**src/tft_settings.svh**
```systemverilog
`ifndef TFT_SETTINGS_SVH
`define TFT_SETTINGS_SVH

// hwclk cycles per enable tick
// 10 MHz hwclk over 19 gives roughly a 526 kHz tick rate
`define TFT_DIVIDE_COUNT 32'd19

// ticks per unit of a delay entry payload
`define TFT_DELAY_UNIT 32'd4

// entries in the panel init table
`define TFT_TABLE_LEN 12

// bits per spi transfer
`define TFT_BYTE_BITS 8

// table entry flag positions
`define TFT_CMD_BIT 15
`define TFT_DELAY_BIT 14

`endif

```
**src/tft_pkg.sv**
```systemverilog
`include "tft_settings.svh"

package tft_pkg;

  // one table entry
  // bit 15 command, bit 14 delay, bits 7:0 payload
  typedef logic [15:0] cmd_word_t;

  // payload byte shifted out on mosi
  typedef logic [`TFT_BYTE_BITS-1:0] spi_byte_t;

  // pointer into init_table
  typedef logic [3:0] table_index_t;

  // pause counter, holds up to 255 * delay unit
  typedef logic [11:0] delay_count_t;

  typedef enum logic [2:0] {
    seq_idle, seq_fetch, seq_request, seq_wait_ack, seq_release, seq_pause, seq_finish
  } seq_state_t;

  typedef enum logic [1:0] {
    spi_idle, spi_low, spi_high, spi_end_ack
  } spi_state_t;

  // panel bring-up, roughly an st7735 style init
  localparam cmd_word_t init_table [`TFT_TABLE_LEN] = '{
    16'h8001,  // software reset
    16'h4005,  // wait after reset
    16'h8011,  // sleep out
    16'h400a,  // wait for wake
    16'h803a,  // pixel format
    16'h0055,  // 16 bits per pixel
    16'h8036,  // memory access control
    16'h0008,  // bgr order
    16'h8013,  // normal display mode
    16'h8029,  // display on
    16'h4002,  // short settle
    16'h802c   // start of ram write
  };

endpackage

```
**src/spi_tick_divider.sv**
```systemverilog
`timescale 1ns/1ps
`include "tft_settings.svh"

module spi_tick_divider (
  input  logic hwclk,
  input  logic reset,
  output logic tick
);

  // word sized to match the divide count constant
  logic [31:0] count;
  logic        wrap;

  // last cycle of the divider period
  assign wrap = (count == `TFT_DIVIDE_COUNT - 32'd1);

  // free running counter
  always_ff @(posedge hwclk, posedge reset) begin
    if (reset) begin
      count <= '0;
    end else if (wrap) begin
      count <= '0;
    end else begin
      count <= count + 32'd1;
    end
  end

  // registered pulse, one hwclk wide
  // first one lands divide count cycles after reset drops
  always_ff @(posedge hwclk, posedge reset) begin
    if (reset) begin
      tick <= 1'b0;
    end else begin
      tick <= wrap;
    end
  end

endmodule

```
**src/tft_init_sequencer.sv**
```systemverilog
`timescale 1ns/1ps
`include "tft_settings.svh"

module tft_init_sequencer (
  input  logic                hwclk,
  input  logic                reset,
  input  logic                tick,
  input  logic                start,
  input  logic                byte_ack,
  output logic                byte_req,
  output tft_pkg::spi_byte_t  byte_data,
  output logic                byte_is_cmd,
  output logic                busy,
  output logic                done
);

  tft_pkg::seq_state_t   state;
  tft_pkg::table_index_t index;
  tft_pkg::delay_count_t delay_cnt;
  tft_pkg::cmd_word_t    entry;
  logic                  start_d;
  logic                  start_rise;
  logic                  last_entry;
  logic                  can_start;

  // current table word
  assign entry = tft_pkg::init_table[index];

  assign start_rise = start & ~start_d;
  assign last_entry = (index == tft_pkg::table_index_t'(`TFT_TABLE_LEN - 1));

  // start only counts between runs
  assign can_start = (state == tft_pkg::seq_idle) || (state == tft_pkg::seq_finish);

  // edge detect runs every cycle, start may be a single hwclk pulse
  always_ff @(posedge hwclk, posedge reset) begin
    if (reset) begin
      start_d <= 1'b0;
    end else begin
      start_d <= start;
    end
  end

  always_ff @(posedge hwclk, posedge reset) begin
    if (reset) begin
      state     <= tft_pkg::seq_idle;
      index     <= '0;
      delay_cnt <= '0;
      byte_req  <= 1'b0;
      busy      <= 1'b0;
      done      <= 1'b0;
    end else if (can_start && start_rise) begin
      // new run from the top of the table
      state <= tft_pkg::seq_fetch;
      index <= '0;
      busy  <= 1'b1;
      done  <= 1'b0;
    end else if (tick) begin
      case (state)
        tft_pkg::seq_fetch: begin
          if (entry[`TFT_DELAY_BIT]) begin
            // payload scaled to ticks
            delay_cnt <= tft_pkg::delay_count_t'(entry[7:0] * `TFT_DELAY_UNIT);
            state     <= tft_pkg::seq_pause;
          end else begin
            state <= tft_pkg::seq_request;
          end
        end
        tft_pkg::seq_request: begin
          // previous handshake must be fully closed
          if (!byte_ack) begin
            byte_req <= 1'b1;
            state    <= tft_pkg::seq_wait_ack;
          end
        end
        tft_pkg::seq_wait_ack: begin
          // writer holds us here as long as it needs
          if (byte_ack) begin
            byte_req <= 1'b0;
            state    <= tft_pkg::seq_release;
          end
        end
        tft_pkg::seq_release, tft_pkg::seq_pause: begin
          // both end by moving to the next entry
          if ((state == tft_pkg::seq_release && !byte_ack) ||
              (state == tft_pkg::seq_pause && delay_cnt <= 1)) begin
            if (last_entry) begin
              state <= tft_pkg::seq_finish;
              busy  <= 1'b0;
              done  <= 1'b1;
            end else begin
              index <= index + 1'b1;
              state <= tft_pkg::seq_fetch;
            end
          end else if (state == tft_pkg::seq_pause) begin
            delay_cnt <= delay_cnt - 1'b1;
          end
        end
        default: begin
          // idle and finish wait for start above
          state <= state;
        end
      endcase
    end
  end

  // payload for the writer, only loaded in fetch so it holds during req
  always_ff @(posedge hwclk) begin
    if (tick && state == tft_pkg::seq_fetch) begin
      byte_data   <= entry[7:0];
      byte_is_cmd <= entry[`TFT_CMD_BIT];
    end
  end

endmodule

```
**src/tft_spi_writer.sv**
```systemverilog
`timescale 1ns/1ps
`include "tft_settings.svh"

module tft_spi_writer (
  input  logic               hwclk,
  input  logic               reset,
  input  logic               tick,
  input  logic               byte_req,
  input  tft_pkg::spi_byte_t byte_data,
  input  logic               byte_is_cmd,
  output logic               byte_ack,
  output logic               sclk,
  output logic               mosi,
  output logic               cs_n,
  output logic               dc
);

  localparam int BIT_CNT_W = $clog2(`TFT_BYTE_BITS);

  tft_pkg::spi_state_t  state;
  tft_pkg::spi_byte_t   shift;
  logic [BIT_CNT_W-1:0] bit_cnt;
  logic                 load;
  logic                 next_bit;
  logic                 last_bit;

  // new request, only once the old ack is gone
  assign load = tick && (state == tft_pkg::spi_idle) && byte_req && !byte_ack;

  // falling sclk edge that moves on to another bit
  assign last_bit = (bit_cnt == BIT_CNT_W'(`TFT_BYTE_BITS - 1));
  assign next_bit = tick && (state == tft_pkg::spi_high) && !last_bit;

  always_ff @(posedge hwclk, posedge reset) begin
    if (reset) begin
      state    <= tft_pkg::spi_idle;
      bit_cnt  <= '0;
      byte_ack <= 1'b0;
      sclk     <= 1'b0;
      mosi     <= 1'b0;
      cs_n     <= 1'b1;
      dc       <= 1'b0;
    end else begin
      case (state)
        tft_pkg::spi_idle: begin
          if (load) begin
            // select panel, dc low for commands
            cs_n    <= 1'b0;
            dc      <= ~byte_is_cmd;
            // msb goes out first
            mosi    <= byte_data[`TFT_BYTE_BITS-1];
            sclk    <= 1'b0;
            bit_cnt <= '0;
            state   <= tft_pkg::spi_low;
          end
        end
        tft_pkg::spi_low: begin
          // panel samples on this rising edge, mode 0
          if (tick) begin
            sclk  <= 1'b1;
            state <= tft_pkg::spi_high;
          end
        end
        tft_pkg::spi_high: begin
          if (tick) begin
            sclk <= 1'b0;
            if (last_bit) begin
              // byte done, deselect and ack in the same tick
              cs_n     <= 1'b1;
              byte_ack <= 1'b1;
              state    <= tft_pkg::spi_end_ack;
            end else begin
              mosi    <= shift[`TFT_BYTE_BITS-1];
              bit_cnt <= bit_cnt + 1'b1;
              state   <= tft_pkg::spi_low;
            end
          end
        end
        tft_pkg::spi_end_ack: begin
          // close the four phase handshake
          // no tick needed, req drop is already tick aligned
          if (!byte_req) begin
            byte_ack <= 1'b0;
            state    <= tft_pkg::spi_idle;
          end
        end
        default: begin
          state <= tft_pkg::spi_idle;
        end
      endcase
    end
  end

  // remaining bits, msb of shift is the next one out
  always_ff @(posedge hwclk) begin
    if (load) begin
      shift <= byte_data << 1;
    end else if (next_bit) begin
      shift <= shift << 1;
    end
  end

endmodule

```
**src/tft_panel_top.sv**
```systemverilog
`timescale 1ns/1ps

module tft_panel_top (
  input  logic hwclk,
  input  logic reset,
  input  logic start,
  output logic busy,
  output logic done,
  output logic sclk,
  output logic mosi,
  output logic cs_n,
  output logic dc
);

  // shared enable, all blocks stay on hwclk
  logic tick;

  // sequencer to writer handshake
  logic               byte_req;
  logic               byte_ack;
  tft_pkg::spi_byte_t byte_data;
  logic               byte_is_cmd;

  spi_tick_divider divider_i (
    .hwclk (hwclk),
    .reset (reset),
    .tick  (tick)
  );

  // walks the init table
  tft_init_sequencer sequencer_i (
    .hwclk       (hwclk),
    .reset       (reset),
    .tick        (tick),
    .start       (start),
    .byte_ack    (byte_ack),
    .byte_req    (byte_req),
    .byte_data   (byte_data),
    .byte_is_cmd (byte_is_cmd),
    .busy        (busy),
    .done        (done)
  );

  // one byte per request onto the panel pins
  tft_spi_writer writer_i (
    .hwclk       (hwclk),
    .reset       (reset),
    .tick        (tick),
    .byte_req    (byte_req),
    .byte_data   (byte_data),
    .byte_is_cmd (byte_is_cmd),
    .byte_ack    (byte_ack),
    .sclk        (sclk),
    .mosi        (mosi),
    .cs_n        (cs_n),
    .dc          (dc)
  );

endmodule

```
**config.mk**
```make
export PLATFORM = sky130hd
export DESIGN_NAME = tft_panel_top
export DESIGN_NICKNAME = d
export VERILOG_FILES = /design/src/tft_pkg.sv /design/src/spi_tick_divider.sv /design/src/tft_init_sequencer.sv /design/src/tft_spi_writer.sv /design/src/tft_panel_top.sv
export VERILOG_INCLUDE_DIRS = /design/src /design/src/src
export SDC_FILE = /design/constraint.sdc
export NUM_CORES = 1
export LEC_CHECK = 0
export BUFFER_PORTS_ARGS = -buffer_cell sky130_fd_sc_hd__buf_2
export CAP_MARGIN = 20
export CORE_AREA = 2 2 100 102
export CTS_CLUSTER_SIZE = 20
export DETAILED_ROUTE_END_ITERATION = 10
export DIE_AREA = 0 0 102 104
export GPL_TIMING_DRIVEN = 0
export SYNTH_ARGS = -nofsm -noshare
export SYNTH_HDL_FRONTEND = slang
export SYNTH_SLANG_ARGS = --single-unit
```
**constraint.sdc**
```tcl
create_clock -name hwclk -period 2.4 [get_ports hwclk]
set_clock_uncertainty 0.15 [all_clocks]
set_input_delay 0.6 -clock hwclk [delete_from_list [all_inputs] [get_ports hwclk]]
set_output_delay 0.6 -clock hwclk [all_outputs]
set_load 0.01 [all_outputs]
```
==> impl_metrics.ini, run 1 <==
[timing]
worst_pin_slew_ns = 0.803
slew_headroom = 0.463
period_share = 0.935
max_freq_ghz = 0.445
slew_viol_final = 0
period_minus_slack_ns = 2.24
hold_viol_final = 0
rsz0062_at_grt = no
setup_viol = 0
whs_ns = 0.217

[worst_setup_path]
cp_num_buf_inv = 1
slowest_stage = dfrtp_2
required_ns = 2.48
path_cells = inv_1 -> ha_1 -> and2_1 -> nor4_4 -> o22ai_1 -> o22ai_1 -> o2bb2a_1
path_class = flop to flop
critPathArrivalTime_ns = 2.33
crit_cells = 7
critPathMaxFanout = 8
cp_slowest_stage_delay_ns = 0.45
end_kind = flop
critical_path.top_delay_family = simple AND/OR/NAND/NOR gates
cpMostUsedCell = o22ai_1
start_kind = flop
r2r_cells = 7
worst-r2r-setup-slack_ns = 0.16

[logic_synthesis]
syn-num-nets = 424
yosysWarnings = 0
synth_edf_count = 15
syn_avg_cell_area_um2 = 10.2
netlist_instances = 410
synth-async-reset-ratio = 0.815
ys_ff_latch = 81
ys_seq_area_frac = 0.504
ys_types = 67
syn-cell-area_um2 = 4180
synth_ff_type = dfrtp_1

[grt]
antenna_found_initial = 0
grt_pass1_wl_mm = 14.4
grt_usage = 0.169
grt_max_degree = 37
gr-total-overflow = 0
grt_pass1_vias = 2975

[power]
ir_worst_vdd_v = 0.000485
p_leak_nw = 2.01
powerDensity_nw_per_um2 = 823

[cells_and_area]
fin_util = 0.492
seqCellArea_um2 = 2100
multi_input_area_um2 = 2010
drive_gt1_frac = 0.135
antennaDiodeCount = 0
final_cell_mix = dfrtp_1, nor2_1, nand2_1
nFillCells = 899
nNetsFinal = 447
final_common_cell = dfrtp_1
areaGrowthSynthToFinish_pct = 12.5

[floorplanning]
rows = 36
start_util = 0.437
core-area_um2 = 9550
io_pins = 9
die_x_um = 102
die_h_um = 104
die_area_um2 = 10600

[route]
dr_total_vias = 3104
drcViolationCount = 0
vias_per_cell = 5.44
wl_per_cell_um = 14.4
drt_iter0_drc = 205
drt-total-wl_mm = 8.20
final_antenna_net_count = 0
dr.pass1.iters = 4

[place]
port_buffers = 8
dp_hpwl_mm = 5.77
place_congestion = 0.791

[clock_network]
cts_buffers = 9
clk_latency_ns = 0.36
htreeDepth = 3
cts_tree = done
cts_sinks = 81
cts.clk_slew.worst_paths_ns = 0.09
cts_root_buffer = clkbuf_8
clockBufferDepth = 2
hold_buffers = 0

[hold_path]
hold_path_class = input port to async pin

[run]
maxCapViolCount = 0

[status]
status = finished clean
path summary, 6_finish.rpt:
kind / start / to
min in group hwclk: start / sequencer_i.start_d
worst min-delay path: reset / divider_i.count[28]
worst max register to register: sequencer_i.index[0] / sequencer_i.state[0]
worst max-delay path: sequencer_i.index[0] / sequencer_i.state[0]
max in group asynchronous: reset / writer_i.cs_n
worst min register to register: sequencer_i.byte_is_cmd / writer_i.dc
metrics by stage:
stage / setup WS (ns) / cells / TNS [ns] / total power, W / instance area [um2]
after CTS: -0.0287 / 568 / -0.0590 / 0.00383 / 4630
after floorplan: 0.173 / 410 / 0 / 0.00253 / 4190
after global placement: -0.381 / 551 / -2.85 / 0.00277 / 4390
after global routing: 0.000320 / 571 / 0 / 0.00412 / 4700
after detailed placement: -0.396 / 552 / -2.91 / 0.00280 / 4410
final: 0.155 / 571 / 0 / 0.00387 / 4700
state kept, by name, summed over array words and instances (netlist names):
signal                   count
divider_i.count             32
sequencer_i.delay_cnt       12
sequencer_i.byte_data        7
writer_i.shift               7
sequencer_i.index            4
sequencer_i.state            3
writer_i.bit_cnt             3
writer_i.state               2
divider_i.tick               1
sequencer_i.busy             1
sequencer_i.byte_is_cmd      1
sequencer_i.byte_req         1
sequencer_i.done             1
sequencer_i.start_d          1
writer_i.byte_ack            1
writer_i.cs_n                1
writer_i.dc                  1
writer_i.mosi                1
writer_i.sclk                1
cell families after synthesis:
family | share of synthesized area
simple gates | 0.209
flops | 0.504
compound gates | 0.129
buf+inv | 0.0318
xor+xnor | 0.0629
mux | 0.0306
fa+ha+maj | 0.0330
power breakdown:
part | switching [W] | total [W] | internal [W]
sequential | 0.000134 | 0.00166 | 0.00153
combinational | 0.000741 | 0.00122 | 0.000475
clock | 0.000502 | 0.000987 | 0.000485
total | 0.00138 | 0.00387 | 0.00249
worst register-to-register path: stages, from the launching register on:
cell and delay [ns]:
dfrtp_2 0.45, inv_1 0.10, ha_1 0.24, and2_1 0.28, nor4_4 0.34, o22ai_1 0.17
o22ai_1 0.17, o2bb2a_1 0.23
cell type report:
type / count / share of cell area
buffer: 14 / 0.0133
timing repair buffer: 13 / 0.0192
tap: 133 / 0.0354
sequential: 81 / 0.448
clock inverter: 6 / 0.0144
inverter: 18 / 0.0152
multi-input combinational: 296 / 0.427
clock buffer: 10 / 0.0272
cells in the mapped netlist (all sizes together) (7+ instances only):
cell    number  area share
a21oi       14       0.018
clkbuf      12       0.011
xor2        16       0.034
edfxtp      15        0.11
inv         18       0.016
o21ai       19       0.023
xnor2       14       0.029
nand3       14       0.017
nand2       33       0.030
nor3        12       0.016
nor4         9       0.013
nor2        44       0.040
ha          11       0.033
dfrtp       65        0.39
nor2b        7       0.010
nand4       12       0.018
o31ai        8       0.014
layer usage:
layer	vias up	global-route usage	share of wire	wire, um
met1	1505	0.248	0.48	3980
li1	1533	-	-	-
met3	13	0.0309	0.044	358
met4	0	0.0714	0.015	123
met2	53	0.243	0.46	3740
met5	-	0	0	0
timing repair:
item / CTS / global route
pin swaps: 0 / 1
resized for setup: 4 / 10
setup endpoints to repair: 15 / 20
setup buffers: 0 / 4
Note: power is estimated with default switching activity, not from simulation.
==> run 2: changes to the inputs <==
Settings changed: SETUP_SLACK_MARGIN set to 0.5.
==> impl_metrics.ini, run 2 (synthesis results as in run 1) <==
[power]
p_leak_nw = 2.23
power_w = 0.00445
powerDensity_nw_per_um2 = 850
ir_worst_vdd_v = 0.000552

[route]
final_antenna_net_count = 0
drt_iter0_drc = 157
dr.pass1.iters = 4
vias_per_cell = 5.45
wl_per_cell_um = 15.3
drt-total-wl_mm = 9.21
drcViolationCount = 0
dr_total_vias = 3267

[hold_path]
hold_path_class = input port to async pin

[cells_and_area]
reg.largest.list = divider_i.count: 32 flops, sequencer_i.delay_cnt: 12 flops
largest_register_ff_count = 32
final_common_cell = dfrtp_1
fin_area_um2 = 5230
nNetsFinal = 476
antennaDiodeCount = 0
drive_gt1_frac = 0.278
areaGrowthSynthToFinish_pct = 25.3
top_register = divider_i.count
final_cell_mix = dfrtp_1, nor2_1, nand2_1

[timing]
whs_ns = 0.151
period_share = 0.903
max_freq_ghz = 0.461
setup_viol = 0
timing.final.ws_setup_ns = 0.233
slew_headroom = 0.521
slew_viol_final = 0
worst_pin_slew_ns = 0.710
hold_viol_final = 0
rsz0062_at_grt = yes
period_minus_slack_ns = 2.17

[clock_network]
cts_buffers = 9
cts.clk_slew.worst_paths_ns = 0.10
clockBufferDepth = 2
clk_latency_ns = 0.36
hold_buffers = 0
cts_sinks = 81
cts_root_buffer = clkbuf_8
htreeDepth = 3
cts_tree = done

[grt]
grt_usage = 0.179
grt_pass1_wl_mm = 15.1
grt_max_degree = 40
grt_pass1_vias = 3066
gr-total-overflow = 0
antenna_found_initial = 0

[worst_setup_path]
critPathMaxFanout = 4
cp_num_buf_inv = 0
critPathArrivalTime_ns = 2.30
start_kind = flop
critical_path.top_delay_family = simple AND/OR/NAND/NOR gates
required_ns = 2.53
path_cells = or4_4 -> and4bb_4 -> a21oi_4 -> nor3b_4 -> mux2i_1
end_kind = flop
slowest_stage = or4_4
path_class = flop to flop
cp_slowest_stage_delay_ns = 0.55

[run]
maxCapViolCount = 0

[place]
place_congestion = 0.788
dp_hpwl_mm = 5.82
dpl_worst_slack_ns = -0.433
place_area_um2 = 4470
port_buffers = 8

[floorplanning]
io_pins = 9
start_util = 0.437
die_h_um = 104
core-area_um2 = 9550
rows = 36
die_area_um2 = 10600
die_x_um = 102

[status]
status = finished clean
==> run 2: cell count changes in the layout (fill, tap and decap cells not counted), sizes merged <==
cell  before  now
buf       16   44
inv       18   19
==> run 2: final timing paths <==
path,start,endpoint,slack (ns),depth (start not counted)
max in group asynchronous,reset,sequencer_i.delay_cnt[4],1.32,3
worst max-delay path,sequencer_i.delay_cnt[7],sequencer_i.index[1],0.23,5
worst min register to register,sequencer_i.byte_is_cmd,writer_i.dc,0.32,1
worst max register to register,sequencer_i.delay_cnt[7],sequencer_i.index[1],0.23,5
min in group hwclk,start,sequencer_i.start_d,0.22,1
worst min-delay path,reset,divider_i.count[17],0.15,2
==> run 2: final cells by class <==
type | instances | area [um2]
fillers | 831 | 4320
clock inverters | 7 | 78.8
multi-input cells | 296 | 2260
flip-flops and latches | 81 | 2110
plain buffers | 15 | 106
well taps | 133 | 166
clock buffers | 9 | 124
inverters | 18 | 71.3
repair buffers | 41 | 312
==> run 2: what timing repair did <==
item | CTS | global route
setup buffers | 15 | 16
resized for setup | 49 | 33
pin swaps | 21 | 19
endpoints found under the setup margin | 60 | 40
cloned | 1 | 0
==> run 2: worst reg2reg max path, delay by kind of cell (launching register included) <==
kind	cells	cell delay (ns)
AO/OA/AOI/OAI	1	0.11
AND/OR/NAND/NOR	3	1.23
multiplexers	1	0.21
flip-flops	1	0.39
==> run 2: metal layers <==
| layer | wire [um] | GRT usage | vias to the layer above |
|---|---|---|---|
| met5 | 0 | 0 | - |
| li1 | - | - | 1586 |
| met3 | 268 | 0.0296 | 12 |
| met4 | 154 | 0.0752 | 0 |
| met1 | 4410 | 0.259 | 1613 |
| met2 | 4370 | 0.265 | 56 |
==> run 2: report_power, final <==
group          leakage, nW  internal [W]  switching [W]
sequential           0.998       0.00153       0.000143
clock                0.106      0.000492       0.000541
combinational         1.13      0.000757       0.000986
==> run 2: stage by stage <==
step                      cells  setup TNS [ns]  utilization
after floorplan             410               0            -
after global placement      551           -1.79        0.466
after detailed placement    552           -2.25        0.468
after CTS                   584               0        0.524
after global routing        600               0        0.548
final                       600               0        0.548
==> run 3: changes to the inputs <==
Clock period 2.4 ns to 2.6 ns, I/O delays scaled along.
==> impl_metrics.ini, run 3 (synthesis results as in run 1) <==
[cells_and_area]
drive_gt1_frac = 0.203
finalNonFillerCells = 577
multi_input_area_um2 = 2170
areaGrowthSynthToFinish_pct = 17.7
top_register = divider_i.count
nNetsFinal = 453
largest_register_ff_count = 32
nFillCells = 878
final_cell_mix = dfrtp_1, nor2_1, nand2_1
reg.largest.list = divider_i.count: 32 flops, sequencer_i.delay_cnt: 12 flops
final_common_cell = dfrtp_1
seqCellArea_um2 = 2110
antennaDiodeCount = 0

[power]
seqPwrFrac = 0.406
p_int_w = 0.00235
powerDensity_nw_per_um2 = 771
p_leak_nw = 2.08
p_switching_w = 0.00144
switching_share = 0.381
ir_worst_vdd_v = 0.000454
p_comb_frac = 0.361
pwr-share-clk = 0.233

[clock_network]
cts_buffers = 9
clockBufferDepth = 2
cts_root_buffer = clkbuf_8
clk_latency_ns = 0.36
cts.clk_slew.worst_paths_ns = 0.09
cts_sinks = 81
cts_tree = done
htreeDepth = 3

[floorplanning]
core-area_um2 = 9550
die_area_um2 = 10600
die_x_um = 102
start_util = 0.437
io_pins = 9
rows = 36
die_h_um = 104

[route]
final_antenna_net_count = 0
dr_total_vias = 3135
drcViolationCount = 0
drt_iter0_drc = 196
wl_per_cell_um = 15.2
drt-total-wl_mm = 8.76
vias_per_cell = 5.43
dr.pass1.iters = 4

[timing]
period_share = 0.835
period_minus_slack_ns = 2.17
tns_ns = 0
rsz0062_at_grt = yes
max_freq_ghz = 0.461
setup_viol = 0
slew_viol_final = 0
timing.final.ws_setup_ns = 0.429
slew_headroom = 0.513
whs_ns = 0.246
worst_pin_slew_ns = 0.729
hold_viol_final = 0

[worst_setup_path]
crit_start = sequencer_i.delay_cnt[4]
crit_path_end = sequencer_i.delay_cnt[8]
worst-r2r-setup-slack_ns = 0.43
r2r_cells = 6
start_kind = flop
r2r_end = sequencer_i.delay_cnt[8]
path_class = flop to flop
critPathArrivalTime_ns = 2.28
critPathMaxFanout = 5
rr_startpoint = sequencer_i.delay_cnt[4]
end_kind = flop
required_ns = 2.71

[run]
maxCapViolCount = 0

[grt]
antenna_found_initial = 0
grt_usage = 0.171
grt_max_degree = 36
gr-total-overflow = 0
grt_pass1_wl_mm = 14.6
grt_pass1_vias = 2973

[place]
place_congestion = 0.804
dp_hpwl_mm = 5.87
dpl_worst_slack_ns = -0.220
port_buffers = 8
dp_cells = 552

[status]
status = finished clean

[hold_path]
hold_path_class = input port to async pin
[run 3: cell count changes in the layout (fill, tap and decap cells not counted), sizes merged]
cell      change
buf          -21
bufinv        -1
clkbuf        -1
clkinv        -2
clkinvlp      +2
[run 3: how the worst min path moves through the flow]
stage / from / to / slack (ns) / depth (start not counted)
2_1_floorplan: sequencer_i.byte_is_cmd / writer_i.dc / 0.26 / 1
3_3_place_gp: sequencer_i.byte_is_cmd / writer_i.dc / 0.29 / 1
3_5_place_dp: sequencer_i.byte_is_cmd / writer_i.dc / 0.30 / 1
4_1_cts: start / sequencer_i.start_d / 0.25 / 1
5_1_grt: start / sequencer_i.start_d / 0.26 / 1
6_report: reset / divider_i.count[19] / 0.25 / 2
[run 3: repair_timing]
| action | 4_1_cts | 5_1_grt |
|---|---|---|
| setup buffers | 6 | 2 |
| setup endpoints to repair | 35 | 47 |
| hold buffers | 0 | 0 |
| pin swaps | 7 | 13 |
| gates cloned | 0 | 1 |
| gates resized for setup | 20 | 42 |
[run 3: final cells by class]
cell class / instances / share of cell area
sequential: 81 / 0.429
timing repair buffer: 18 / 0.0267
clock buffer: 10 / 0.0280
tap: 133 / 0.0339
multi-input combinational: 296 / 0.441
inverter: 18 / 0.0145
clock inverter: 6 / 0.0102
buffer: 15 / 0.0166
[run 3: metal layers]
| metal | up-vias | GRT usage | wire length (um) | part of all wire |
|---|---|---|---|---|
| li1 | 1551 | - | - | - |
| met1 | 1520 | 0.255 | 4300 | 0.49 |
| met2 | 60 | 0.250 | 4160 | 0.48 |
| met3 | 4 | 0.0343 | 260 | 0.030 |
| met4 | 0 | 0.0543 | 38 | 0.0043 |
| met5 | - | 0 | 0 | 0 |
[run 3: power by group through the flow]
stage	registers [W]	clock network, W	logic, W
after floorplan	0.00152	0	0.000816
after global placement	0.00155	0	0.00102
after detailed placement	0.00156	0	0.00105
after CTS	0.00152	0.000917	0.00121
after global routing	0.00155	0.000977	0.00149
final	0.00154	0.000883	0.00137
[run 3: worst max-delay path: stages, from the launching register on]
cell	delay, ns
dfrtp_2	0.41
or4_4	0.55
and4bb_4	0.39
a21boi_2	0.10
buf_6	0.17
o211a_1	0.10
o211a_1	0.20
[run 3: per-stage QoR]
step	power (W)	instance area, um2	util
after floorplan	0.00234	4190	-
after global placement	0.00258	4400	0.461
after detailed placement	0.00260	4420	0.463
after CTS	0.00365	4740	0.497
after global routing	0.00402	4910	0.515
final	0.00379	4910	0.515
